## config.mk

```make
export PLATFORM = sky130hd
export DESIGN_NAME = dequantizer
export DESIGN_NICKNAME = d
export VERILOG_FILES = /design/src/logic/mdecPkg.sv /design/src/logic/dequantizer.sv
export SDC_FILE = /design/constraint.sdc
export NUM_CORES = 1
export LEC_CHECK = 0
export ABC_AREA = 1
export BUFFER_PORTS_ARGS = -buffer_cell sky130_fd_sc_hd__buf_2
export CAP_MARGIN = 30
export CELL_PAD_IN_SITES_DETAIL_PLACEMENT = 0
export CELL_PAD_IN_SITES_GLOBAL_PLACEMENT = 1
export CORE_ASPECT_RATIO = 1.75
export CORE_MARGIN = 8
export CORE_UTILIZATION = 40
export DETAILED_ROUTE_END_ITERATION = 6
export GPL_TIMING_DRIVEN = 0
export PLACE_DENSITY = 0.65
export RECOVER_POWER = 25
export SYNTH_ARGS = -nofsm -noshare
export SYNTH_HDL_FRONTEND = slang
export SYNTH_SLANG_ARGS = --single-unit
```

## constraint.sdc

```tcl
create_clock -name clk -period 11 [get_ports clk]
set_clock_uncertainty 0.15 [all_clocks]
set_input_delay 2.2 -clock clk [delete_from_list [all_inputs] [get_ports clk]]
set_output_delay 2.2 -clock clk [all_outputs]
set_load 0.01 [all_outputs]
```

## src/logic/mdecPkg.sv

```systemverilog
`default_nettype none

package mdecPkg;

	// ----------------------------------------
	// Field widths and stream codes
	// ----------------------------------------
	localparam int LEVEL_W = 10;
	localparam int COEF_W = 12;
	localparam int COS_W = 16;
	// End of block marker
	localparam logic [15:0] EOB_CODE = 16'hFE00;

	// Zigzag position to linear index (row * 8 + col)
	localparam logic [0:63][5:0] zigzagLut = {
		6'd0,  6'd1,  6'd8,  6'd16, 6'd9,  6'd2,  6'd3,  6'd10,
		6'd17, 6'd24, 6'd32, 6'd25, 6'd18, 6'd11, 6'd4,  6'd5,
		6'd12, 6'd19, 6'd26, 6'd33, 6'd40, 6'd48, 6'd41, 6'd34,
		6'd27, 6'd20, 6'd13, 6'd6,  6'd7,  6'd14, 6'd21, 6'd28,
		6'd35, 6'd42, 6'd49, 6'd56, 6'd57, 6'd50, 6'd43, 6'd36,
		6'd29, 6'd22, 6'd15, 6'd23, 6'd30, 6'd37, 6'd44, 6'd51,
		6'd58, 6'd59, 6'd52, 6'd45, 6'd38, 6'd31, 6'd39, 6'd46,
		6'd53, 6'd60, 6'd61, 6'd54, 6'd47, 6'd55, 6'd62, 6'd63
	};

	// ----------------------------------------
	// Structs between blocks
	// ----------------------------------------
	// Table write strobe, index is zigzag pos or freq*8+pos
	typedef struct packed {
		logic        quantWe;
		logic        cosWe;
		logic [5:0]  index;
		logic [15:0] data;
	} cfgWrite_t;

	typedef struct packed {
		logic                      valid;
		logic signed [LEVEL_W-1:0] level;
		logic [5:0]                scale;
		logic                      isDc;
		logic [5:0]                zagPos;
		logic [5:0]                linIdx;
		logic                      last;
	} rleCoef_t;

	typedef struct packed {
		logic                     valid;
		logic [5:0]               index;
		logic signed [COEF_W-1:0] value;
		logic                     last;
	} coefWrite_t;

	typedef struct packed {
		logic       valid;
		logic [5:0] addr;
		logic [7:0] value;
	} pixel_t;

	typedef enum logic [1:0] {RLE_DC, RLE_AC, RLE_WAIT} rleState_e;
	typedef enum logic [1:0] {IDCT_LOAD, IDCT_ROW, IDCT_COL, IDCT_OUT} idctState_e;

endpackage

`default_nettype wire

```

## src/logic/dequantizer.sv

```systemverilog
`timescale 1ns/1ps
`default_nettype none

module dequantizer import mdecPkg::*; (
	input  wire         clk,
	input  wire         i_rstN,
	input  rleCoef_t    i_coef,
	input  cfgWrite_t   i_cfg,
	output coefWrite_t  o_coef
);

	// Level times 8-bit quant, then times 6-bit scale
	localparam int PROD_W = LEVEL_W + 9;
	localparam int SCALED_W = PROD_W + 7;
	localparam int SAT_MAX = (1 << (COEF_W - 1)) - 1;

	logic [7:0]                 quantTbl [64];
	logic signed [PROD_W-1:0]   prodS1;
	logic [5:0]                 scaleS1;
	logic                       isDcS1;
	logic [5:0]                 idxS1;
	logic                       validS1;
	logic                       lastS1;
	logic signed [SCALED_W-1:0] scaled;
	logic signed [SCALED_W-1:0] shifted;
	logic signed [COEF_W-1:0]   satVal;

	// Quant table, zigzag order
	always_ff @(posedge clk)
	begin
		if (!i_rstN)
		begin
			for (int i = 0; i < 64; i++)
				quantTbl[i] <= '0;
		end
		else if (i_cfg.quantWe)
		begin
			quantTbl[i_cfg.index] <= i_cfg.data[7:0];
		end
	end

	// ----------------------------------------
	// Stage 1, level times quant
	// ----------------------------------------
	always_ff @(posedge clk)
	begin
		if (!i_rstN)
		begin
			validS1 <= 1'b0;
			lastS1  <= 1'b0;
		end
		else
		begin
			validS1 <= i_coef.valid;
			lastS1  <= i_coef.last;
		end
	end

	// DC sits at zigzag 0, so one lookup covers both
	always_ff @(posedge clk)
	begin
		prodS1  <= $signed(i_coef.level) * $signed({1'b0, quantTbl[i_coef.zagPos]});
		scaleS1 <= i_coef.scale;
		isDcS1  <= i_coef.isDc;
		idxS1   <= i_coef.linIdx;
	end

	// ----------------------------------------
	// Stage 2, scale, shift, saturate
	// ----------------------------------------
	always_comb
	begin
		scaled = prodS1 * $signed({1'b0, scaleS1});
		// DC skips scale and shift
		if (isDcS1)
			shifted = SCALED_W'(prodS1);
		else
			shifted = scaled >>> 3;
		if (shifted > SAT_MAX)
			satVal = COEF_W'(SAT_MAX);
		else if (shifted < -SAT_MAX)
			satVal = COEF_W'(-SAT_MAX);
		else
			satVal = shifted[COEF_W-1:0];
	end

	always_ff @(posedge clk)
	begin
		if (!i_rstN)
		begin
			o_coef.valid <= 1'b0;
			o_coef.last  <= 1'b0;
		end
		else
		begin
			o_coef.valid <= validS1;
			o_coef.last  <= lastS1;
		end
	end

	always_ff @(posedge clk)
	begin
		o_coef.index <= idxS1;
		o_coef.value <= satVal;
	end

endmodule

`default_nettype wire

```

==> summary.txt <==
Outcome
  – Outcome: finished, final reports clean

Place
  – Post-DP HPWL: 112 mm
  – Placed insts: 4704
  – Port buffer count: 60
  – GP Congestion: 1.00
  – Place WS: 0.266 ns

Floorplanning
  – Chip Width: 231 um
  – CORE AREA: 80600 sq um
  – Initial Util: 0.402
  – Die ar.: 90700 sq um
  – Rows: 138
  – Die H: 393 um
  – Top Ports: 77

GRT
  – First-pass GRT wire length: 208 mm
  – Initial antenna violation count: 13
  – Largest net degree at the start of global routing: 16
  – Global Route Usage Sum: 0.334
  – Gr ovfl total: 0
  – Number of global-route vias before repair: 27.4k

STA
  – Relative slew margins: 0.0406
  – Slew Viols, Final: 0
  – Max Freq: 99.9 MHz
  – Worst setup margin: 0.989 ns
  – Final hold vios: 0
  – Final setup viols: 0
  – Setup TNS: 0 ns
  – Worst Tran Pin Value: 1.43 ns
  – Crit path time final: 10.01 ns
  – Period utilisation layout: 0.910
  – Final Hold Slack: 0.177 ns
  – RSZ-0062 raised after global routing: false

CTS
  – Setup Buffers After CTS: 0
  – Root Driver: clkbuf_16
  – Hold-fix buffers, CTS: 0
  – Worst-case clock buffer depth: 3
  – Post-CTS sizing: 0
  – Clock transition at path regs: 0.07 ns
  – CTS sink count: 566
  – Worst-Skew Late Latency: 0.65 ns
  – Num CTS Buffers: 55
  – # H-tree levels: 2
  – CTS tree: done

Drt
  – Initial DRC count: 2678
  – Via count of the routed design: 27.7k
  – First-pass DRT Iterations: 6
  – Drt via density: 5.73
  – Total Wirelength: 152 mm
  – DRC errors left: 0
  – Wire per inst: 31.5 um
  – Routed Antenna Nets: 0

Final layout
  – # fillers: 8096
  – Total Nets Final: 4009
  – Most frequent cells in the layout: 905 x nor2_1, 513 x nand2_1, 512 x edfxtp_1
  – Post-layout util: 0.452
  – Share of layout cells above drive strength 1: 0.0752
  – Area added between synthesis and finish: 12.4%
  – Most frequent standard cell in the layout excluding fill and tap cells: nor2_1
  – Final std cells w/o fill: 4823

Pwr
  – Leak: 15.6 nW
  – Power per cell area: 312 nW/um^2
  – Worst VDD drop: 0.000348 V

Logic synthesis
  – Seq/Total Area, Yosys: 0.508
  – Leading area contributor after synthesis: edfxtp_1
  – Yosys cell types: 44
  – Seq cells post-synth: 566
  – Post-Syn Area: 32400 sq um
  – Syn_area_per_cell: 9.13 sq um
  – Cell count after synthesis: 3549
  – Yosys top cell area share: 0.474
  – Synth area leaders: edfxtp_1 47%, nor2_1 10%, fa_1 9.0%, nand2_1 5.7%, o21ai_0 4.9%
  – Net Count, Synth: 3839
  – Total of warnings raised by yosys: 0

Worst setup path
  – CP Data Arrival Time: 10.37 ns
  – Reg2Reg Depth: 21
  – Critical path data required time: 11.35 ns
  – Startpoint Class: primary input
  – Crit-path max FO: 10
  – Crit path kind: in -> reg
  – Endpoint class of the critical path: register

Run
  – Max Cap Violations: 0

Min path
  – Min-delay worst type: reg -> reg
  – Hold Path Depth: 0
[critical path, stage by stage]
cell	delay, ns
buf_2	0.16
clkbuf_1	0.87
clkbuf_1	0.83
o21ai_0	0.21
o22ai_1	0.28
buf_4	0.22
nor2_1	0.10
o221ai_1	0.39
nand3_1	0.41
nand2_2	0.36
nand2_1	0.12
fa_1	0.57
fa_1	0.45
fa_1	0.50
fa_1	0.49
inv_1	0.05
ha_1	0.33
a21oi_1	0.14
o21ai_0	0.15
a21o_1	0.19
a21oi_1	0.26
o21ai_0	0.18
a21boi_0	0.29
o21ai_0	0.17
xor2_1	0.40
[registers in the layout (all words and copies together), names as in the netlist]
signal    count
idxS1         6
isDcS1        1
prodS1       19
quantTbl    512
o_coef       20
lastS1        1
validS1       1
scaleS1       6
[final cells by class]
type / count / area, sq um / area share
Clock inverter: 28 / 265 / 0.00728
Clock buffer: 73 / 1520 / 0.0416
Sequential cell: 566 / 16500 / 0.452
Antenna cell: 10 / 25.0 / 0.000687
Buffer: 190 / 826 / 0.0227
Tap cell: 1050 / 1310 / 0.0361
Timing Repair Buffer: 113 / 992 / 0.0272
Inverter: 438 / 1640 / 0.0452
Multi-Input combinational cell: 2355 / 13400 / 0.367
[power breakdown]
part	switching (mW)	internal, mW
registers	0.135	2.53
logic	4.46	2.27
clock network	0.891	1.08
total	5.49	5.88
[path summary, 6_finish.rpt]
kind / slack [ns] / from / endpoint
min reg2reg: 0.18 / idxS1[3]$_DFF_P_ / o_coef[16]$_DFF_P_
max: 0.99 / i_coef[8] / prodS1[16]$_DFF_P_
max reg2reg: 3.85 / quantTbl[2][0]$_SDFFCE_PN0P_ / prodS1[16]$_DFF_P_
min: 0.18 / idxS1[3]$_DFF_P_ / o_coef[16]$_DFF_P_
[cell families after synthesis]
| logic type | Yosys count | share of synthesized area |
|---|---|---|
| flip-flops | 566 | 0.508 |
| AO/OA/AOI/OAI | 540 | 0.0935 |
| adder cells (fa/ha/maj) | 233 | 0.124 |
| buffers and inverters | 628 | 0.0763 |
| XOR/XNOR | 23 | 0.00622 |
| AND/OR/NAND/NOR | 1559 | 0.193 |
[synth_stat cells (all sizes together)]
library cell and number:
o211ai 3, nand2 530, o21ai 328, o32ai 2, a21boi 1, a21oi 41, nor3 11, or2 13
o311ai 4, inv 436, buf 60, edfxtp 512, a21o 2, nand3 69, fa 145, nand4 11
dfxtp 54, xnor2 12, o221ai 21, clkbuf 130, o21bai 2, o31ai 3, nand3b 3, nor2 910
nor4 9, clkinv 2, ha 88, and2 3, xor2 11, o22ai 133
[metal layers]
layer	global-route usage	share of wire	vias to the layer above
li1	-	-	11900
met1	0.328	0.31	13600
met2	0.588	0.50	1540
met3	0.0590	0.075	584
met4	0.313	0.12	2
met5	0	0.00011	-
[stage by stage]
step / total power [mW] / instance area (sq um)
finish: 11.4 / 36400
global route: 12.3 / 36400
CTS: 11.4 / 36600
detailed placement: 9.50 / 34800
global placement: 9.43 / 34000
floorplan: 7.44 / 32400
Power figures use the tool's default switching activity.
