===== src/logic/mdecPkg.sv =====
`default_nettype none

package mdecPkg;

	// ----------------------------------------
	// Field widths and stream codes
	// ----------------------------------------
	localparam int LEVEL_W = 10;
	localparam int COEF_W = 12;
	localparam int COS_W = 16;
	// End of block marker
	localparam logic [15:0] EOB_CODE = 16'hFE00;

	// Zigzag position to linear index (row * 8 + col)
	localparam logic [0:63][5:0] zigzagLut = {
		6'd0,  6'd1,  6'd8,  6'd16, 6'd9,  6'd2,  6'd3,  6'd10,
		6'd17, 6'd24, 6'd32, 6'd25, 6'd18, 6'd11, 6'd4,  6'd5,
		6'd12, 6'd19, 6'd26, 6'd33, 6'd40, 6'd48, 6'd41, 6'd34,
		6'd27, 6'd20, 6'd13, 6'd6,  6'd7,  6'd14, 6'd21, 6'd28,
		6'd35, 6'd42, 6'd49, 6'd56, 6'd57, 6'd50, 6'd43, 6'd36,
		6'd29, 6'd22, 6'd15, 6'd23, 6'd30, 6'd37, 6'd44, 6'd51,
		6'd58, 6'd59, 6'd52, 6'd45, 6'd38, 6'd31, 6'd39, 6'd46,
		6'd53, 6'd60, 6'd61, 6'd54, 6'd47, 6'd55, 6'd62, 6'd63
	};

	// ----------------------------------------
	// Structs between blocks
	// ----------------------------------------
	// Table write strobe, index is zigzag pos or freq*8+pos
	typedef struct packed {
		logic        quantWe;
		logic        cosWe;
		logic [5:0]  index;
		logic [15:0] data;
	} cfgWrite_t;

	typedef struct packed {
		logic                      valid;
		logic signed [LEVEL_W-1:0] level;
		logic [5:0]                scale;
		logic                      isDc;
		logic [5:0]                zagPos;
		logic [5:0]                linIdx;
		logic                      last;
	} rleCoef_t;

	typedef struct packed {
		logic                     valid;
		logic [5:0]               index;
		logic signed [COEF_W-1:0] value;
		logic                     last;
	} coefWrite_t;

	typedef struct packed {
		logic       valid;
		logic [5:0] addr;
		logic [7:0] value;
	} pixel_t;

	typedef enum logic [1:0] {RLE_DC, RLE_AC, RLE_WAIT} rleState_e;
	typedef enum logic [1:0] {IDCT_LOAD, IDCT_ROW, IDCT_COL, IDCT_OUT} idctState_e;

endpackage

`default_nettype wire


===== src/logic/apbConfig.sv =====
`timescale 1ns/1ps
`default_nettype none

module apbConfig import mdecPkg::*; #(
	parameter int ADDR_W = 12
) (
	input  wire              clk,
	input  wire              i_rstN,
	// APB slave
	input  wire              i_psel,
	input  wire              i_penable,
	input  wire              i_pwrite,
	input  wire [ADDR_W-1:0] i_paddr,
	input  wire [31:0]       i_pwdata,
	output logic [31:0]      o_prdata,
	output logic             o_pready,
	output logic             o_pslverr,
	// Core side
	input  wire              i_busy,
	output cfgWrite_t        o_cfg,
	output logic             o_signedOut
);

	logic access;
	logic isCtrl;
	logic isStatus;
	logic isQuant;
	logic isCos;
	logic mapped;

	// ----------------------------------------
	// Address decode
	// ----------------------------------------
	assign access   = i_psel && i_penable;
	assign isCtrl   = (i_paddr == ADDR_W'('h000));
	assign isStatus = (i_paddr == ADDR_W'('h004));
	// Table windows, word aligned only
	assign isQuant  = (i_paddr[ADDR_W-1:8] == (ADDR_W-8)'(1)) && (i_paddr[1:0] == 2'b00);
	assign isCos    = (i_paddr[ADDR_W-1:8] == (ADDR_W-8)'(2)) && (i_paddr[1:0] == 2'b00);
	assign mapped   = isCtrl || isStatus || isQuant || isCos;

	// No wait states
	assign o_pready  = 1'b1;
	assign o_pslverr = access && !mapped;

	// Control and status read back, tables read as zero
	always_comb
	begin
		o_prdata = '0;
		if (access && !i_pwrite)
		begin
			if (isCtrl)
				o_prdata[0] = o_signedOut;
			else if (isStatus)
				o_prdata[0] = i_busy;
		end
	end

	// Control register and strobes
	always_ff @(posedge clk)
	begin
		if (!i_rstN)
		begin
			o_signedOut   <= 1'b0;
			o_cfg.quantWe <= 1'b0;
			o_cfg.cosWe   <= 1'b0;
		end
		else
		begin
			if (access && i_pwrite && isCtrl)
				o_signedOut <= i_pwdata[0];
			// One cycle strobe per table write
			o_cfg.quantWe <= access && i_pwrite && isQuant;
			o_cfg.cosWe   <= access && i_pwrite && isCos;
		end
	end

	// Index and data follow the strobe
	always_ff @(posedge clk)
	begin
		o_cfg.index <= i_paddr[7:2];
		o_cfg.data  <= i_pwdata[15:0];
	end

endmodule

`default_nettype wire


===== config.mk =====
export PLATFORM = sky130hd
export DESIGN_NAME = apbConfig
export DESIGN_NICKNAME = d
export VERILOG_FILES = /design/src/logic/mdecPkg.sv /design/src/logic/apbConfig.sv
export SDC_FILE = /design/constraint.sdc
export NUM_CORES = 1
export LEC_CHECK = 0
export CAP_MARGIN = 20
export CORE_AREA = 2 2 48 46
export CTS_BUF_LIST = sky130_fd_sc_hd__clkbuf_16
export DETAILED_ROUTE_END_ITERATION = 6
export DIE_AREA = 0 0 50 48
export DONT_BUFFER_PORTS = 1
export HOLD_SLACK_MARGIN = 0.15
export PLACE_DENSITY = 0.63
export RECOVER_POWER = 50
export SYNTH_ARGS = -nofsm -noshare
export SYNTH_HDL_FRONTEND = slang
export SYNTH_SLANG_ARGS = --single-unit

===== constraint.sdc =====
create_clock -name clk -period 3.7 [get_ports clk]
set_input_delay 0.37 -clock clk [delete_from_list [all_inputs] [get_ports clk]]
set_output_delay 0.37 -clock clk [all_outputs]
set_load 0.01 [all_outputs]

==> results by group, run 1 <==
Routing
  – Final routed wirelength across all metal layers: 1.478 mm
  – Antenna viol nets, final: 0
  – DRC violation count after routing: 0
  – Via Count: 517
  – Ratio of routed vias to standard cells: 4.008
  – Violation count after the first detailed-routing iteration: 0
  – TritonRoute pass-1 iters: 1
  – Routed wire length per instance: 11.46 µm

Yosys
  – List of most frequent post-synthesis cells: sky130_fd_sc_hd__buf_4 (32), sky130_fd_sc_hd__dfxtp_1 (25), sky130_fd_sc_hd__nand2_1 (3), sky130_fd_sc_hd__or3_1 (3)
  – Dominant cell type by area after synthesis: sky130_fd_sc_hd__dfxtp_1
  – Yosys top cell area share: 55.71%
  – Fraction of the yosys area taken by sequential cells: 55.71%
  – Synth Flop Type: sky130_fd_sc_hd__dfxtp_1
  – Count of flip-flops with a built-in enable after synthesis: 0
  – Synth warnings: 0
  – Synthesized instance count: 80
  – Largest cells by area after synthesis: sky130_fd_sc_hd__dfxtp_1 (56%), sky130_fd_sc_hd__buf_4 (27%), sky130_fd_sc_hd__nor4_2 (2.8%)
  – Count of different cell masters after synthesis: 14
  – Average cell area after synthesis: 11.23 µm²
  – Most frequent cell after synthesis: sky130_fd_sc_hd__buf_4
  – Share of flip-flops with an asynchronous set or reset after synthesis: 0%
  – Number of synthesized register bits: 25
  – Synth Cell Area: 898.4 µm²

Clock tree
  – Number of clock buffers inserted by TritonCTS: 3
  – CTS Sinks: 25
  – Maximum root-to-sink buffer count: 2
  – Number of H-tree branching levels: 1
  – Clock tree from TritonCTS: built
  – Root buffer cell: sky130_fd_sc_hd__clkbuf_16
  – Clock insertion delay at the later pin of the skew report: 250 ps
  – Clock-pin slew on the worst setup and hold paths: 50 ps
  – Number of resized instances in the post-cts repair step: 0

Global route
  – Overall global routing resource usage: 11.11%
  – Leftover overflow at the end of global routing: 0
  – Largest net degree at the start of global routing: 14
  – Vias in the first global route: 428
  – Number of antenna violations at the first check in global routing: 0
  – Global-route wire length before repair: 1.856 mm

Critical path
  – Critical path's slowest cell: sky130_fd_sc_hd__or4_4
  – Slack of the worst reg-to-reg path: 3050 ps
  – Crit Path Class: in -> out
  – Required time of the worst setup path: 3330 ps
  – Worst-path fanout max: 3
  – Critical path cell sequence: or4_4 > or3_1 > nor4_2
  – Top Family by Delay on Critical Path: simple AND/OR/NAND/NOR gates
  – Setup crit end kind: output pin
  – CP startpoint kind: input pin
  – WP buf/inv: 0
  – Crit-path max cell delay: 540 ps
  – Data arrival time of the critical path: 1580 ps

Job
  – Maximum Capacitance Violations: 0

Pwr
  – Worst vdd rail ir drop: 0.0003100 V
  – Post-layout power: 0.5524 mW
  – Power per standard cell area: 501.7 mW/mm²
  – Reported leakage power: 0.4853 nW

STA
  – Worst hold margin: 195.0 ps
  – Total negative slack: 0 ps
  – Count of endpoints failing hold in the final timing report: 0
  – Period utilization: 52.75%
  – RSZ-0062 raised after global routing: false
  – Clock tree skew after final layout: 0 ps
  – Post-route setup slack: 1748 ps
  – Final min period: 1952 ps
  – Maximum achievable frequency: 512.4 MHz
  – Number of pins exceeding their max-slew limit in the final report: 0
  – Final setup violating endpoints: 0

Min path
  – Worst min-delay path class: in -> reg

Place
  – Sum of net half-perimeters after detailed placement: 1.117 mm
  – GPL Wtd Cong: 0.5729
  – PortBufs: 0
  – Setup slack at placement: 1749 ps

Final layout
  – Post-layout util: 59.26%
  – Seq. cell area: 500.5 µm²
  – Footprint of the multi-input gates: 262.8 µm²
  – Fill cell instance count of the final layout: 152
  – Number of inserted diodes: 0
  – Fraction of final layout cells with drive strength greater than 1: 6.731%
  – Number of nets at the end of the flow: 155
  – Area growth from synthesis to layout: 22.56%

Run status
  – Result of the run: finished clean

Die
  – Overall die height: 48 µm
  – Floorplan row count: 15
  – Initial cell density of the core: 48.35%
  – Area of the die: 0.002400 mm²
  – Core Box Area: 0.001858 mm²
  – Die Wd: 50 µm
  – Count of boundary I/O pins: 109
placed cells by master, fill, tap and decap left out, types with 2 or more instances in the layout:
cell                            netlist  layout
sky130_fd_sc_hd__mux2i_1              2       2
sky130_fd_sc_hd__nand2_1              3       3
sky130_fd_sc_hd__conb_1               2      32
sky130_fd_sc_hd__nor4_2               2       2
sky130_fd_sc_hd__inv_1                2       3
sky130_fd_sc_hd__nor4_1               2       2
sky130_fd_sc_hd__dlygate4sd3_1        0      22
sky130_fd_sc_hd__dfxtp_1             25      25
sky130_fd_sc_hd__or3_1                3       3
sky130_fd_sc_hd__a21oi_1              2       2
sky130_fd_sc_hd__or4_4                2       2
sky130_fd_sc_hd__clkbuf_16            0       3
area by class of cell:
type	count	area share, %
Timing Repair Buffer	22	20.00
Clock inverter	1	0.3409
Clock buffer	3	6.818
Multi-Input combinational cell	51	23.86
Tap cell	25	2.841
Inverter	2	0.6818
Sequential cell	25	45.45
registers in the layout, indices dropped and copies added, names as in the netlist:
name	cells
o_signedOut	1
o_cfg	24
worst paths after layout:
path,startpoint,endpoint,cells after the start
max,i_paddr[3],o_prdata[0],3
min reg2reg,o_signedOut$_SDFFE_PN0P_,o_signedOut$_SDFFE_PN0P_,2
min,i_paddr[8],o_cfg[22]$_SDFF_PN0_,1
max reg2reg,o_signedOut$_SDFFE_PN0P_,o_signedOut$_SDFFE_PN0P_,2
per-stage QoR:
step / instances / instance area [µm²]
global placement: 103 / 802.0
CTS: 129 / 1101
detailed placement: 103 / 802.0
finish: 129 / 1101
floorplan: 110 / 1011
global route: 129 / 1101
logic make-up after synthesis:
kind of cell | synth area share [%]
muxes | 2.229
AOI/OAI and AO/OA | 1.950
and+or+nand+nor | 11.70
other | 0.8360
buffers and inverters | 27.58
DFF | 55.71
repair_timing:
item	in CTS	in global routing
hold buffers	22	0
setup endpoints to repair	0	0
setup buffers	0	0
endpoints found under the hold margin	22	0
layer usage:
metal | share of wire (%) | wire length [µm] | GRT usage [%] | up-vias
li1 | - | - | - | 245
met1 | 33 | 488 | 11.90 | 218
met2 | 52 | 764 | 18.42 | 52
met3 | 14 | 212 | 5.000 | 2
met4 | 0.81 | 12 | 7.222 | 0
met5 | 0 | 0 | 0 | -
power by group:
| part | internal [mW] | switching, mW |
|---|---|---|
| Sequential | 0.282 | 0.0111 |
| Clock | 0.144 | 0.0760 |
| Combinational | 0.0184 | 0.0209 |
worst register-to-register path, cell delays in order (launching register included):
cell	delay [ps]
sky130_fd_sc_hd__dfxtp_1	390
sky130_fd_sc_hd__nand2_1	70
sky130_fd_sc_hd__mux2i_1	120
No activity file was read; power rests on OpenSTA's default activity.
==> run 2, diff against run 1 <==
--- a/config.mk
+++ b/config.mk
@@ -5,14 +5,15 @@
 export SDC_FILE = /design/constraint.sdc
 export NUM_CORES = 1
 export LEC_CHECK = 0
+export ABC_AREA = 1
 export CAP_MARGIN = 20
-export CORE_AREA = 2 2 48 46
+export CORE_AREA = 2 2 49 47
 export CTS_BUF_LIST = sky130_fd_sc_hd__clkbuf_16
 export DETAILED_ROUTE_END_ITERATION = 6
-export DIE_AREA = 0 0 50 48
+export DIE_AREA = 0 0 51 49
 export DONT_BUFFER_PORTS = 1
 export HOLD_SLACK_MARGIN = 0.15
-export PLACE_DENSITY = 0.63
+export PLACE_DENSITY = 0.66
 export RECOVER_POWER = 50
 export SYNTH_ARGS = -nofsm -noshare
 export SYNTH_HDL_FRONTEND = slang
==> constraint.sdc (replaced) <==
create_clock -name clk -period 1.7 [get_ports clk]
set_input_delay 0.17 -clock clk [delete_from_list [all_inputs] [get_ports clk]]
set_output_delay 0.17 -clock clk [all_outputs]
set_load 0.01 [all_outputs]
==> results by group, run 2 <==
Run status
  – Result of the run: finished clean

Routing
  – Routed wire length per instance: 9.911 µm
  – Antenna viol nets, final: 0
  – Ratio of routed vias to standard cells: 3.816
  – TritonRoute pass-1 iters: 2
  – Final routed wirelength across all metal layers: 1.566 mm
  – Via Count: 603
  – Violation count after the first detailed-routing iteration: 2
  – DRC violation count after routing: 0

Critical path
  – Worst reg-to-reg path cell count: 4
  – Slack of the worst reg-to-reg path: 1000 ps
  – CP startpoint kind: input pin
  – Required time of the worst setup path: 1530 ps
  – Worst-path fanout max: 5
  – Setup crit start: i_paddr[10]
  – Setup crit end kind: output pin
  – Worst flop-to-flop path endpoint: o_signedOut$_SDFFE_PN0P_
  – Data arrival time of the critical path: 1460 ps
  – Crit Path Class: in -> out
  – Launch instance of the worst register-to-register path: o_signedOut$_SDFFE_PN0P_

STA
  – RSZ-0062 raised after global routing: false
  – Total negative slack: 0 ps
  – Clock tree skew after final layout: 0 ps
  – Maximum achievable frequency: 613.4 MHz
  – Final min period: 1630 ps
  – Worst hold margin: 139.6 ps
  – Post-route setup slack: 69.61 ps
  – Final setup violating endpoints: 0
  – Period utilization: 95.91%
  – Number of pins exceeding their max-slew limit in the final report: 0
  – Count of endpoints failing hold in the final timing report: 0

Yosys
  – XOR/XNOR Fraction of Synth Area: 0%
  – Number of synthesized register bits: 25
  – Largest cells by area after synthesis: sky130_fd_sc_hd__dfxtp_1 (53%), sky130_fd_sc_hd__buf_4 (25%), sky130_fd_sc_hd__nor2_1 (5.5%)
  – Fraction of the yosys area taken by sequential cells: 52.63%
  – Adder and majority gate portion of the synthesized area: 0%
  – Count of flip-flops with a built-in enable after synthesis: 0
  – List of most frequent post-synthesis cells: sky130_fd_sc_hd__buf_4 (32), sky130_fd_sc_hd__dfxtp_1 (25), sky130_fd_sc_hd__nor2_1 (14), sky130_fd_sc_hd__nand2_1 (9), sky130_fd_sc_hd__inv_1 (8)
  – Count of different cell masters after synthesis: 13
  – Simple logic cell fraction of the synthesized area: 18.16%
  – Multiplexer share of the synthesized area: 0%
  – Synth Cell Area: 950.9 µm²
  – Average cell area after synthesis: 9.232 µm²
  – Share of flip-flops with an asynchronous set or reset after synthesis: 0%
  – Synth Flop Type: sky130_fd_sc_hd__dfxtp_1
  – Synth warnings: 0
  – Most frequent cell after synthesis: sky130_fd_sc_hd__buf_4
  – Largest family of logic cells by synthesized area: buffers and inverters
  – Dominant cell type by area after synthesis: sky130_fd_sc_hd__dfxtp_1
  – Synth Area in Compound Gates: 0%
  – Yosys top cell area share: 52.63%
  – Synthesized instance count: 103

Final layout
  – Highest-count cells in the layout ignoring fill and taps: sky130_fd_sc_hd__conb_1 (32), sky130_fd_sc_hd__dlygate4sd3_1 (26), sky130_fd_sc_hd__dfxtp_1 (25)
  – Leading registers by flop count: o_cfg: 24 flops, o_signedOut: 1 flops
  – Most common library cell in the layout ignoring fill and taps: sky130_fd_sc_hd__conb_1
  – Post-layout util: 59.34%
  – Number of inserted diodes: 0
  – Area growth from synthesis to layout: 26.18%
  – Final design instance area without fill: 0.001200 mm²
  – Fraction of final layout cells with drive strength greater than 1: 8.397%
  – Number of nets at the end of the flow: 182
  – Flip-flop count of the largest register after layout: 24
  – Register containing the most flip-flops in the final layout: o_cfg

Min path
  – Worst min-delay path class: in -> reg
  – Worst hold path endpoint: o_cfg[23]$_SDFF_PN0_
  – Worst hold stages: 3
  – Source of the worst hold timing path: i_paddr[11]

Clock tree
  – Number of clock buffers inserted by TritonCTS: 3
  – Root buffer cell: sky130_fd_sc_hd__clkbuf_16
  – Clock-pin slew on the worst setup and hold paths: 60 ps
  – Maximum root-to-sink buffer count: 2
  – Clock tree from TritonCTS: built
  – Number of H-tree branching levels: 1
  – Clock insertion delay at the later pin of the skew report: 250 ps
  – Number of buffers inserted by post-CTS setup repair: 0
  – CTS Sinks: 25

Global route
  – Largest net degree at the start of global routing: 15
  – Leftover overflow at the end of global routing: 0
  – Global-route wire length before repair: 1.973 mm
  – Number of antenna violations at the first check in global routing: 0
  – Overall global routing resource usage: 10.88%
  – Vias in the first global route: 504

Job
  – Maximum Capacitance Violations: 0

Die
  – Initial cell density of the core: 47.03%
  – Die Wd: 51 µm
  – Area of the die: 0.002499 mm²
  – Count of boundary I/O pins: 109
  – Floorplan row count: 16
  – Core Box Area: 0.002022 mm²
  – Overall die height: 49 µm

Pwr
  – Reported leakage power: 0.5616 nW
  – Power per standard cell area: 1023 mW/mm²
  – Worst vdd rail ir drop: 0.0005789 V

Place
  – Sum of net half-perimeters after detailed placement: 1.214 mm
  – GPL Wtd Cong: 0.6645
  – PortBufs: 0
  – Placed instance area: 857.1 µm²
  – Setup slack at placement: 601.0 ps
run 2: cell families (layout without fill, tap and decap cells):
| family | count (synthesis) | in the layout |
|---|---|---|
| buffers and inverters | 40 | 38 |
| flip-flops | 25 | 25 |
| other | 2 | 32 |
| AND/OR/NAND/NOR | 36 | 36 |
run 2: cell type report:
class | count | area (µm²)
clock buffer | 3 | 75.07
clock inverter | 1 | 5.005
fill | 176 | 822.0
inverter | 8 | 30.03
multi-input combinational | 68 | 295.3
sequential | 25 | 500.5
tap | 27 | 33.78
timing repair buffer | 26 | 260.3
run 2: worst max path at each step:
stage | endpoint | slack [ps] | cells past startpoint
floorplan | o_prdata[0] | 680 | 6
global placement | o_prdata[0] | 630 | 7
detailed placement | o_prdata[0] | 600 | 7
CTS | o_prdata[0] | 80 | 7
global route | o_prdata[0] | 20 | 7
finish | o_prdata[0] | 70 | 7
run 2: where the power goes:
group	total (mW)	switching (mW)	leakage (nW)	internal [mW]
Combinational	0.0995	0.0531	0.311	0.0464
Sequential	0.639	0.0241	0.210	0.615
Clock	0.489	0.174	0.0409	0.315
run 2: stage by stage:
stage / power (mW) / std cells
floorplan: 0.7525 / 133
global placement: 0.7024 / 128
detailed placement: 0.7038 / 128
CTS: 1.251 / 158
global route: 1.292 / 158
finish: 1.227 / 158
run 2: metal layers:
layer  track usage [%]  vias to the layer above  share of wire [%]
met3             5.215                        2                 16
li1                  -                      301                  -
met1             8.077                      249                 29
met5                 0                        -                  0
met4             8.108                        0                1.2
met2             20.35                       51                 54
run 2: what timing repair did:
action | in CTS | in global routing
gates resized for setup | 0 | 1
hold buffers | 26 | 0
hold endpoints to repair | 25 | 0
endpoints found under the setup margin | 0 | 1
run 2: critical path: stages:
cell                            delay (ps)
sky130_fd_sc_hd__dlygate4sd3_1         570
sky130_fd_sc_hd__nor2_2                140
sky130_fd_sc_hd__and2_4                190
sky130_fd_sc_hd__nand3b_1               90
sky130_fd_sc_hd__nand2_2                80
sky130_fd_sc_hd__nand2_1                40
sky130_fd_sc_hd__nor2_1                180
