<file path="src/logic/mdecPkg.sv">
`default_nettype none

package mdecPkg;

	// ----------------------------------------
	// Field widths and stream codes
	// ----------------------------------------
	localparam int LEVEL_W = 10;
	localparam int COEF_W = 12;
	localparam int COS_W = 16;
	// End of block marker
	localparam logic [15:0] EOB_CODE = 16'hFE00;

	// Zigzag position to linear index (row * 8 + col)
	localparam logic [0:63][5:0] zigzagLut = {
		6'd0,  6'd1,  6'd8,  6'd16, 6'd9,  6'd2,  6'd3,  6'd10,
		6'd17, 6'd24, 6'd32, 6'd25, 6'd18, 6'd11, 6'd4,  6'd5,
		6'd12, 6'd19, 6'd26, 6'd33, 6'd40, 6'd48, 6'd41, 6'd34,
		6'd27, 6'd20, 6'd13, 6'd6,  6'd7,  6'd14, 6'd21, 6'd28,
		6'd35, 6'd42, 6'd49, 6'd56, 6'd57, 6'd50, 6'd43, 6'd36,
		6'd29, 6'd22, 6'd15, 6'd23, 6'd30, 6'd37, 6'd44, 6'd51,
		6'd58, 6'd59, 6'd52, 6'd45, 6'd38, 6'd31, 6'd39, 6'd46,
		6'd53, 6'd60, 6'd61, 6'd54, 6'd47, 6'd55, 6'd62, 6'd63
	};

	// ----------------------------------------
	// Structs between blocks
	// ----------------------------------------
	// Table write strobe, index is zigzag pos or freq*8+pos
	typedef struct packed {
		logic        quantWe;
		logic        cosWe;
		logic [5:0]  index;
		logic [15:0] data;
	} cfgWrite_t;

	typedef struct packed {
		logic                      valid;
		logic signed [LEVEL_W-1:0] level;
		logic [5:0]                scale;
		logic                      isDc;
		logic [5:0]                zagPos;
		logic [5:0]                linIdx;
		logic                      last;
	} rleCoef_t;

	typedef struct packed {
		logic                     valid;
		logic [5:0]               index;
		logic signed [COEF_W-1:0] value;
		logic                     last;
	} coefWrite_t;

	typedef struct packed {
		logic       valid;
		logic [5:0] addr;
		logic [7:0] value;
	} pixel_t;

	typedef enum logic [1:0] {RLE_DC, RLE_AC, RLE_WAIT} rleState_e;
	typedef enum logic [1:0] {IDCT_LOAD, IDCT_ROW, IDCT_COL, IDCT_OUT} idctState_e;

endpackage

`default_nettype wire

</file>
<file path="src/logic/rleDecoder.sv">
`timescale 1ns/1ps
`default_nettype none

module rleDecoder import mdecPkg::*; (
	input  wire         clk,
	input  wire         i_rstN,
	// Halfword stream
	input  wire         i_dataValid,
	input  wire [15:0]  i_data,
	output logic        o_dataReady,
	// IDCT holding a block
	input  wire         i_idctBusy,
	output rleCoef_t    o_coef
);

	rleState_e  state;
	logic       accept;
	logic [5:0] scale;
	logic [5:0] pos;
	logic [6:0] nextPos;
	logic       isEob;

	// ----------------------------------------
	// Handshake
	// ----------------------------------------
	// Stall while IDCT busy or block not yet taken
	assign o_dataReady = (state != RLE_WAIT) && !i_idctBusy;
	assign accept      = i_dataValid && o_dataReady;
	assign isEob       = (i_data == EOB_CODE);
	// Skip run zeros, then step onto the coef
	assign nextPos     = {1'b0, pos} + 7'(i_data[15:10]) + 7'd1;

	// Block state
	always_ff @(posedge clk)
	begin
		if (!i_rstN)
		begin
			state <= RLE_DC;
			pos   <= '0;
		end
		else
		begin
			case (state)
				RLE_DC:
				begin
					if (accept)
					begin
						state <= RLE_AC;
						pos   <= '0;
					end
				end
				RLE_AC:
				begin
					if (accept)
					begin
						pos <= nextPos[5:0];
						// Explicit EOB or run landing on/after 63
						if (isEob || (nextPos >= 7'd63))
							state <= RLE_WAIT;
					end
				end
				default:
				begin
					// Wait for IDCT to take the block
					if (i_idctBusy)
						state <= RLE_DC;
				end
			endcase
		end
	end

	// Scale held for the AC words
	always_ff @(posedge clk)
	begin
		if ((state == RLE_DC) && accept)
			scale <= i_data[15:10];
	end

	// ----------------------------------------
	// Coefficient output
	// ----------------------------------------
	always_ff @(posedge clk)
	begin
		if (!i_rstN)
		begin
			o_coef.valid <= 1'b0;
			o_coef.last  <= 1'b0;
		end
		else if (accept && (state == RLE_DC))
		begin
			o_coef.valid <= 1'b1;
			o_coef.last  <= 1'b0;
		end
		else if (accept)
		begin
			// EOB carries last without a write
			o_coef.valid <= !isEob && (nextPos <= 7'd63);
			o_coef.last  <= isEob || (nextPos >= 7'd63);
		end
		else
		begin
			o_coef.valid <= 1'b0;
			o_coef.last  <= 1'b0;
		end
	end

	always_ff @(posedge clk)
	begin
		o_coef.level  <= i_data[LEVEL_W-1:0];
		o_coef.isDc   <= (state == RLE_DC);
		o_coef.scale  <= (state == RLE_DC) ? i_data[15:10] : scale;
		o_coef.zagPos <= (state == RLE_DC) ? 6'd0 : nextPos[5:0];
		o_coef.linIdx <= (state == RLE_DC) ? 6'd0 : zigzagLut[nextPos[5:0]];
	end

endmodule

`default_nettype wire

</file>
<file path="config.mk">
export PLATFORM = sky130hd
export DESIGN_NAME = rleDecoder
export DESIGN_NICKNAME = d
export VERILOG_FILES = /design/src/logic/mdecPkg.sv /design/src/logic/rleDecoder.sv
export SDC_FILE = /design/constraint.sdc
export NUM_CORES = 1
export LEC_CHECK = 0
export BUFFER_PORTS_ARGS = -buffer_cell sky130_fd_sc_hd__buf_2
export CORE_ASPECT_RATIO = 0.5
export CORE_UTILIZATION = 30
export CTS_CLUSTER_SIZE = 24
export DETAILED_ROUTE_END_ITERATION = 7
export PLACE_DENSITY_LB_ADDON = 0.15
export SYNTH_ARGS = -nofsm -noshare
export SYNTH_HDL_FRONTEND = slang
export SYNTH_SLANG_ARGS = --single-unit
</file>
<file path="constraint.sdc">
create_clock -name clk -period 3.45 [get_ports clk]
set_input_delay 0.5175 -clock clk [delete_from_list [all_inputs] [get_ports clk]]
set_output_delay 0.5175 -clock clk [all_outputs]
set_load 0.005 [all_outputs]
</file>
==> results of run 1 <==
## state kept, by name (all words and copies together), names as in the netlist
name / flops
o_coef: 31
pos: 6
scale: 6
state: 2
## metal layers
metal | track usage | wire [um] | vias to the layer above
li1 | - | - | 1098
met1 | 0.201 | 3070 | 988
met2 | 0.243 | 2880 | 62
met3 | 0.0297 | 322 | 5
met4 | 0.0392 | 29 | 0
met5 | 0 | 0 | -
## metrics by stage
step	setup slack, ns	total power (uW)	hold WS, ns	instances
3_5_place_dp	0.416	924	0.458	432
4_1_cts	0.690	1470	0.342	440
6_report	0.657	1460	0.341	440
5_1_grt	0.430	1530	0.338	440
3_3_place_gp	0.476	926	0.453	432
2_1_floorplan	0.443	822	0.445	274
## final timing paths
| kind | end | slack, ns |
|---|---|---|
| setup / recovery | o_coef[1]$_SDFF_PP0_ | 0.66 |
| setup reg to reg | o_coef[1]$_SDFF_PP0_ | 0.71 |
| hold / removal | o_coef[23]$_DFF_P_ | 0.34 |
| hold reg to reg | pos[4]$_SDFFE_PN0P_ | 0.47 |
## kinds of logic (layout without fill, tap and decap cells)
| logic type | Yosys count | count (layout) | synth area share |
|---|---|---|---|
| adders and majority gates | 18 | 18 | 0.0929 |
| xor gates and xnor gates | 6 | 6 | 0.0345 |
| and+or+nand+nor | 99 | 99 | 0.188 |
| buffers and inverters | 27 | 81 | 0.0599 |
| AOI/OAI and AO/OA | 72 | 72 | 0.211 |
| muxes | 7 | 7 | 0.0310 |
| DFF | 45 | 45 | 0.383 |
## where the power goes
group	internal, uW	switching, uW
logic	137	207
clock network	343	204
registers	559	8.28
## cell usage in the layout, fill, tap and decap left out, types with 2 or more instances in the layout
master     count
o211ai_1       4
o21ai_1        3
o21ai_0       10
clkbuf_16      5
a21boi_0       4
a211oi_2       2
nand3_1       13
mux2_2         6
edfxtp_1       6
nand4_1        3
a211oi_1       3
nand2_1       33
xnor2_1        3
dfxtp_1       39
nor4b_1        2
buf_2         51
nor2_1        21
nor3b_1        2
a21oi_1       13
buf_4         12
a2111oi_0      2
nand2b_1       2
and2_1         2
nor3_1         9
ha_1          17
a2111oi_2      2
a31oi_1        8
nor2b_1        6
o21a_1         3
inv_1          9
## final cells by class
type	count	area, um2	area share
Sequential cell	45	961	0.315
Inverter	10	37.5	0.0123
Timing Repair Buffer	63	345	0.113
Tap cell	112	140	0.0460
Multi-Input combinational cell	202	1400	0.458
Clock buffer	6	129	0.0423
Clock inverter	2	38.8	0.0127
==> out/summary.txt, run 1 <==
status = finished, final reports clean
fin nets = 365
# H-tree levels = 2
share of layout cells above drive strength 1 = 0.271
Synth top cells by count = dfxtp_1, nand2_1, nor2_1
Max Cap Viol = 0
Hold Crit Class = in -> reg
Reg2Reg Launch Point = pos[0]$_SDFFE_PN0P_
Avg Inst Size Synth = 9.15 um2
Post-synth EDFFs = 6
critical path fanouts, max = 10
CTS tree = built
Remaining DRCs = 0
drt pass-1 iters = 4
post-CTS setup buffers = 0
synthesis-to-layout area growth = 21.6%
first-pass GRT wire length = 10,100 um
Synth top area share = 0.312
DP Area = 0.00288 mm2
initial antenna violation count = 0
die area = 0.00875 mm2
sequential share of the synthesized area = 0.383
fmax = 0.358 GHz
Power Dens Cells = 479 mW/mm2
DPL Wire Length = 4510 um
via density per instance = 4.89
Worst Tran Pin Value = 0.682 ns
clk_skew = 0.00485 ns
peak supply drop = 0.188 mV
Buf/Inv on CP = 4
CP arrival = 3.01 ns
Skew-Pair Late Insertion Delay = 0.29 ns
DIE WIDTH = 131 um
Initial Util = 0.311
crit-path max cell delay = 0.48 ns
Die Ht = 66.6 um
number of fillers in the final layout = 831
ys flop type = dfxtp_1
Period minus WS final = 2.79 ns
relative max-transition margin = 0.543
crit path from = i_data[10]
Final period util = 0.809
DR iter-0 viols = 219
post-synthesis cell count = 274
Util after Layout = 0.378
post-synthesis register bit count = 45
vias after detailed routing = 2,153
Pins Over Slew Limit = 0
Cell Area, Synth = 0.00251 mm2
async set-reset flop share out of synthesis = 0
vias in the first global route = 1,971
Max clock buf depth = 2
Crit path required time = 3.67 ns
critical path endpoint category = register
CTS clk-pin slew, worst paths = 0.06 ns
Hold Fails Final Rpt = 0
I/O Buffers = 51
standard-cell rows = 23
CTS root buf = clkbuf_16
Routed wire per std cell = 14.3 um
Synth area leaders = dfxtp_1, ha_1, edfxtp_1, nand2_1, nor2_1
worst reg2reg path depth = 12
Hold Crit Depth = 1
Post-DRT Antenna Nets = 0
Setup TNS Final = 0 ns
largest net degree at the start of global routing = 25
critical path, cell by cell = buf_2 -> inv_1 -> ha_1 -> fa_1 -> inv_1 -> buf_4 -> ha_1 -> nor3_1 -> o21ai_0 -> a21oi_1 -> a2111oi_2 -> o21ai_1 -> a31oi_1
core area = 0.00806 mm2
# diodes = 0
RSZ-0062 raised after global routing = false
Crit Path Category = in -> reg
Synth area leader = dfxtp_1
Synth Warn # = 0
Setup violations, final = 0
cell with the most instances after synthesis = dfxtp_1
CTS-repair resized insts = 0
CP delay by family, top = adder cells
Finished Cell Area = 0.00305 mm2
grt total ovfl = 0
io pins = 52
CP Launch Type = primary input
Synth cell types = 63
Crit path depth = 13
Global Route Usage Sum = 0.149
drt total wl = 6300 um
Post-CTS Hold Buffers = 0
TritonCTS Buffers = 5
Worst path slowest cell = fa_1
Min-Delay Startpoint = i_data[3]
Post-Syn Nets = 312
Lkg Pwr = 0.00129 uW
CTS sink cnt = 45
routability cong. = 0.779
No activity file was read; power rests on OpenSTA's default activity.
==> run 2, diff against run 1 <==
ABC_AREA = 1   (was default)
clock period = 2.9 ns   (was 3.45 ns; I/O delays follow)
==> out/summary.txt, run 2 <==
status = finished, final reports clean (unchanged)
Max clock buf depth = 2 (unchanged)
drt total wl = 5820 um (was 6300 um)
Largest regs = o_coef (31), pos (6), scale (6) (unchanged)
sequential power share = 0.430 (was 0.389)
Setup TNS Final = 0 ns (unchanged)
cell with the most instances after synthesis = nand2_1 (was dfxtp_1)
Avg Inst Size Synth = 7.58 um2 (was 9.15 um2)
most frequent cells in the layout = nand2_1, buf_2, dfxtp_1, inv_1, nor2_1 (was buf_2, dfxtp_1, nand2_1, nor2_1, ha_1)
Die Ht = 64.4 um (was 66.6 um)
Synth top cells by count = nand2_1, dfxtp_1, inv_1 (was dfxtp_1, nand2_1, nor2_1)
Reg2Reg Launch Point = pos[0]$_SDFFE_PN0P_ (unchanged)
post-CTS setup buffers = 0 (unchanged)
TritonCTS Buffers = 5 (unchanged)
Min-Delay Startpoint = i_data[6] (was i_data[3])
share of layout cells above drive strength 1 = 0.201 (was 0.271)
standard-cell rows = 22 (was 23)
io pins = 52 (unchanged)
Worst Hold End = o_coef[26]$_DFF_P_ (was o_coef[23]$_DFF_P_)
die area = 0.00816 mm2 (was 0.00875 mm2)
Synth Warn # = 0 (unchanged)
commonest non-fill, non-tap cell in the layout = nand2_1 (was buf_2)
sequential share of the synthesized area = 0.411 (was 0.383)
Worst R2R End = state[1]$_SDFFE_PN0P_ (was o_coef[1]$_SDFF_PP0_)
Post-CTS Hold Buffers = 0 (unchanged)
post-synthesis cell count = 308 (was 274)
DR iter-0 viols = 190 (was 219)
Lkg Pwr = 0.00137 uW (was 0.00129 uW)
Pins Over Slew Limit = 0 (unchanged)
routability cong. = 0.864 (was 0.779)
via density per instance = 4.89 (about the same)
async set-reset flop share out of synthesis = 0 (unchanged)
ys flop type = dfxtp_1 (unchanged)
Initial Util = 0.314 (was 0.311)
post-route setup slack = 0.542 ns (was 0.657 ns)
Hold Slack = 0.257 ns (was 0.341 ns)
core area = 0.00743 mm2 (was 0.00806 mm2)
CTS clk-pin slew, worst paths = 0.07 ns (was 0.06 ns)
DPL Wire Length = 4240 um (was 4510 um)
Internal = 1100 uW (was 1040 uW)
critical path fanouts, max = 6 (was 10)
combinational fraction of design power = 0.205 (was 0.236)
Power Dens Cells = 552 mW/mm2 (was 479 mW/mm2)
worst reg2reg path depth = 11 (was 12)
Hold Crit Depth = 1 (unchanged)
Crit path required time = 3.12 ns (was 3.67 ns)
peak supply drop = 0.196 mV (was 0.188 mV)
fin nets = 401 (was 365)
drt pass-1 iters = 4 (unchanged)
synthesis-to-layout area growth = 21.3% (was 21.6%)
Setup violations, final = 0 (unchanged)
reg2reg setup slack = 0.54 ns (was 0.71 ns)
Remaining DRCs = 0 (unchanged)
Largest register FFs = 31 (unchanged)
CTS-repair resized insts = 0 (unchanged)
CTS root buf = clkbuf_16 (unchanged)
CP arrival = 2.58 ns (was 3.01 ns)
Hold Fails Final Rpt = 0 (unchanged)
CTS tree = built (unchanged)
Top reg by flops = o_coef (unchanged)
initial antenna violation count = 0 (unchanged)
Worst Tran Pin Value = 0.513 ns (was 0.682 ns)
Synth area leaders = dfxtp_1, nand2_1, ha_1, edfxtp_1, nand3_1 (was dfxtp_1, ha_1, edfxtp_1, nand2_1, nor2_1)
DIE WIDTH = 127 um (was 131 um)
Max Cap Viol = 0 (unchanged)
Synth area leader = dfxtp_1 (unchanged)
Post-synth EDFFs = 6 (unchanged)
Hold Crit Class = in -> reg (unchanged)
# diodes = 0 (unchanged)
CP Launch Type = register (was primary input)
Synth top area share = 0.334 (was 0.312)
vias after detailed routing = 2,250 (was 2,153)
Period minus WS final = 2.36 ns
switching portion of total power = 0.296 (was 0.287)
Post-DRT Antenna Nets = 0 (unchanged)
critical path endpoint category = register (unchanged)
# H-tree levels = 2 (unchanged)
Routed wire per std cell = 12.6 um (was 14.3 um)
net switching power = 463 uW (was 419 uW)
post-synthesis register bit count = 45 (unchanged)
Post-Syn Nets = 346 (was 312)
relative max-transition margin = 0.657 (was 0.543)
fmax = 0.424 GHz
largest net degree at the start of global routing = 24 (was 25)
Global Route Usage Sum = 0.153 (was 0.149)
Skew-Pair Late Insertion Delay = 0.29 ns (about the same)
Crit Path Category = reg -> reg (was in -> reg)
vias in the first global route = 2,058 (was 1,971)
grt total ovfl = 0 (unchanged)
Synth cell types = 29 (was 63)
pre-CTS WS = 0.300 ns (was 0.416 ns)
Cell Area, Synth = 0.00234 mm2 (was 0.00251 mm2)
I/O Buffers = 51 (unchanged)
Clk pwr share = 0.364 (was 0.375)
clk_skew = 0.00640 ns (was 0.00485 ns)
CTS sink cnt = 45 (unchanged)
first-pass GRT wire length = 9800 um (was 10,100 um)
RSZ-0062 raised after global routing = false (unchanged)
Final period util = 0.813
run 2: cell count changes after synthesis, sizes merged, moves of 8 or more:
cell   change
a21oi      +8
nand3     +12
o21ai     +12
nor3       -8
nand2     +50
inv       +22
run 2: critical path, stage by stage (launching register included):
cell and delay, ns:
dfxtp_1 0.33, inv_1 0.04, ha_1 0.20, fa_1 0.48
inv_1 0.20, ha_1 0.28, nand2_1 0.12, nor2_1 0.12
nand3_1 0.13, nand3_1 0.16, nand3_1 0.09, a21oi_1 0.13
run 2: cell families after synthesis:
kind of cell,count (synthesis),share of synthesized area
buffers and inverters,42,0.0852
and+or+nand+nor,144,0.264
DFF,45,0.411
adders and majority gates,18,0.0996
AOI/OAI and AO/OA,59,0.140
run 2: metal layers:
layer / global-route usage / routed length (um)
met5: 0 / 0
met2: 0.243 / 2520
met1: 0.199 / 2760
met3: 0.0444 / 456
met4: 0.0551 / 78
run 2: stage by stage:
| stage | cell area, um2 | power [uW] | util | instances |
|---|---|---|---|---|
| after detailed placement | 2690 | 1010 | 0.361 | 452 |
| after CTS | 2830 | 1580 | 0.381 | 460 |
| after global routing | 2830 | 1650 | 0.381 | 460 |
| after floorplan | 2340 | 911 | - | 308 |
| final | 2830 | 1560 | 0.381 | 460 |
| after global placement | 2690 | 1010 | 0.361 | 452 |
run 2: power groups by stage:
stage                     clock (uW)  combinational [uW]  sequential, uW
final                            570                 321             673
after global routing             611                 367             676
after CTS                        584                 322             674
after detailed placement           0                 320             688
after global placement             0                 324             687
after floorplan                    0                 219             692
run 2: area by class of cell:
class | count | area [um2]
timing repair buffer | 57 | 300
clock buffer | 5 | 125
multi-input combinational | 221 | 1180
clock inverter | 3 | 21.3
sequential | 45 | 961
inverter | 33 | 129
fill | 774 | 4600
tap | 96 | 120
run 2: worst max path at each step:
stage,slack [ns],depth (start not counted),endpoint,from
global placement,0.34,14,o_coef[2]$_SDFF_PP0_,i_data[10]
detailed placement,0.30,13,state[1]$_SDFFE_PN0P_,i_data[10]
floorplan,0.45,13,o_coef[2]$_SDFF_PP0_,i_data[10]
global route,0.28,13,o_coef[30]$_SDFF_PN0_,pos[0]$_SDFFE_PN0P_
CTS,0.54,11,state[1]$_SDFFE_PN0P_,pos[0]$_SDFFE_PN0P_
finish,0.54,11,state[1]$_SDFFE_PN0P_,pos[0]$_SDFFE_PN0P_
==> run 3, diff against run 2 <==
clock period = 2.3 ns   (was 2.9 ns; I/O delays follow)
==> out/summary.txt, run 3 (synthesized netlist as in run 2, its figures left out) <==
# H-tree levels = 2 (unchanged)
Pins Over Slew Limit = 0 (unchanged)
CTS sink cnt = 45 (unchanged)
CP arrival = 2.45 ns (was 2.58 ns)
Skew-Pair Late Insertion Delay = 0.29 ns (about the same)
critical path endpoint category = register (unchanged)
via density per instance = 4.78 (was 4.89)
Period minus WS final = 2.23 ns (was 2.36 ns)
drt total wl = 6160 um (was 5820 um)
largest net degree at the start of global routing = 20 (was 24)
met3 WL post-DR = 253 um (was 456 um)
number of fillers in the final layout = 789 (was 774)
Initial Util = 0.314 (unchanged)
Worst path slowest cell = fa_2 (was fa_1)
CTS tree = built (unchanged)
most frequent cells in the layout = nand2_1, buf_2, dfxtp_1, inv_1, nand3_1 (was nand2_1, buf_2, dfxtp_1, inv_1, nor2_1)
drt pass-1 iters = 4 (unchanged)
Lkg Pwr = 0.00145 uW (was 0.00137 uW)
RSZ-0062 raised after global routing = true (was false)
vias in the first global route = 2,058 (unchanged)
Crit path required time = 2.52 ns (was 3.12 ns)
Die Ht = 64.4 um (unchanged)
Worst Tran Pin Value = 0.653 ns (was 0.513 ns)
# diodes = 0 (unchanged)
grt total ovfl = 0 (unchanged)
Max Cap Viol = 0 (unchanged)
first-pass GRT wire length = 9940 um (was 9800 um)
critical path fanouts, max = 6 (unchanged)
peak supply drop = 0.270 mV (was 0.196 mV)
status = finished, final reports clean (unchanged)
Largest register FFs = 31 (unchanged)
DR iter-0 viols = 82 (was 190)
Tot Pwr = 2050 uW (was 1560 uW)
M1 WL = 3050 um (was 2760 um)
Post-DRT Antenna Nets = 0 (unchanged)
TritonCTS Buffers = 5 (unchanged)
standard-cell rows = 22 (unchanged)
Post-CTS Hold Buffers = 0 (unchanged)
Crit Path Category = reg -> reg (unchanged)
DPL Wire Length = 4590 um (was 4240 um)
CTS root buf = clkbuf_16 (unchanged)
commonest non-fill, non-tap cell in the layout = nand2_1 (unchanged)
Hold Fails Final Rpt = 0 (unchanged)
core area = 0.00743 mm2 (unchanged)
fmax = 0.449 GHz (was 0.424 GHz)
crit-path max cell delay = 0.59 ns (was 0.48 ns)
Final period util = 0.969 (was 0.813)
Hold Slack = 0.170 ns (was 0.257 ns)
routability cong. = 0.823 (was 0.864)
Power Dens Cells = 676 mW/mm2 (was 552 mW/mm2)
Top reg by flops = o_coef (unchanged)
die area = 0.00816 mm2 (unchanged)
I/O Buffers = 51 (unchanged)
critical path, cell by cell = inv_1 -> ha_2 -> fa_2 -> inv_4 -> buf_4 -> ha_2 -> o21ai_1 -> nor2_1 -> a31oi_1 -> a31oi_1 -> a21oi_1 (was inv_1 -> ha_1 -> fa_1 -> inv_1 -> ha_1 -> nand2_1 -> nor2_1 -> nand3_1 -> nand3_1 -> nand3_1 -> a21oi_1)
fin nets = 416 (was 401)
vias after detailed routing = 2,269 (was 2,250)
Setup violations, final = 0 (unchanged)
Top Metal Used = met4 (unchanged)
Hold Crit Class = in -> reg (unchanged)
synthesis-to-layout area growth = 29.6% (was 21.3%)
clk_skew = 0.00569 ns (was 0.00640 ns)
Largest regs = o_coef (31), pos (6), scale (6) (unchanged)
CTS clk-pin slew, worst paths = 0.06 ns (was 0.07 ns)
Routed wire per std cell = 13.0 um (was 12.6 um)
Met2 Wirelength = 2800 um (was 2520 um)
DIE WIDTH = 127 um (unchanged)
Remaining DRCs = 0 (unchanged)
Max clock buf depth = 2 (unchanged)
CP Launch Type = register (unchanged)
share of layout cells above drive strength 1 = 0.274 (was 0.201)
initial antenna violation count = 0 (unchanged)
Util after Layout = 0.407 (was 0.381)
relative max-transition margin = 0.563 (was 0.657)
io pins = 52 (unchanged)
Global Route Usage Sum = 0.157 (was 0.153)
run 3: final timing paths:
path                        from                   end  slack (ns)  depth (start not counted)
max          pos[0]$_SDFFE_PN0P_  o_coef[1]$_SDFF_PP0_        0.07                         11
min                    i_data[3]    o_coef[23]$_DFF_P_        0.17                          1
max reg2reg  pos[0]$_SDFFE_PN0P_  o_coef[1]$_SDFF_PP0_        0.07                         11
min reg2reg   scale[5]$_DFFE_PP_    o_coef[19]$_DFF_P_        0.44                          2
run 3: report_power, final:
part / switching (uW) / internal [uW] / leakage [uW]
Clock: 313 / 404 / 0.0000702
Sequential: 9.81 / 839 / 0.000379
Combinational: 288 / 194 / 0.00100
Total: 611 / 1440 / 0.00145
run 3: what timing repair did:
action                                 CTS  global route
pin swaps                                2             8
buffers inserted                         0             1
resized for setup                        1            19
endpoints found under the hold margin    0             0
setup endpoints to repair                1             8
run 3: cell type report:
class / instances / area, um2 / share of cell area
sequential: 45 / 962 / 0.318
tap: 96 / 120 / 0.0397
multi-input combinational: 221 / 1230 / 0.406
inverter: 33 / 131 / 0.0434
timing repair buffer: 72 / 438 / 0.145
clock buffer: 5 / 125 / 0.0413
clock inverter: 3 / 21.3 / 0.00702
run 3: stage by stage:
step                      worst slack (ns)  area (um2)  std cells  setup TNS, ns
after CTS                           0.0270        2970        474              0
after global placement             -0.0963        2820        466         -0.257
after global routing               -0.0273        3030        475        -0.0887
after floorplan                     0.0521        2340        308              0
final                               0.0718        3030        475              0
after detailed placement            -0.135        2820        466         -0.471
run 3: worst max-delay path: cells and delay by family, from the launching register on:
kind / cells / cell delay, ns
flops: 1 / 0.32
fa+ha+maj: 3 / 0.95
simple gates: 1 / 0.06
compound gates: 4 / 0.55
buf+inv: 3 / 0.26
run 3: layer usage:
metal,up-vias,global-route usage
met5,-,0
li1,1165,-
met1,1047,0.200
met2,48,0.271
met4,0,0.0372
met3,9,0.0360
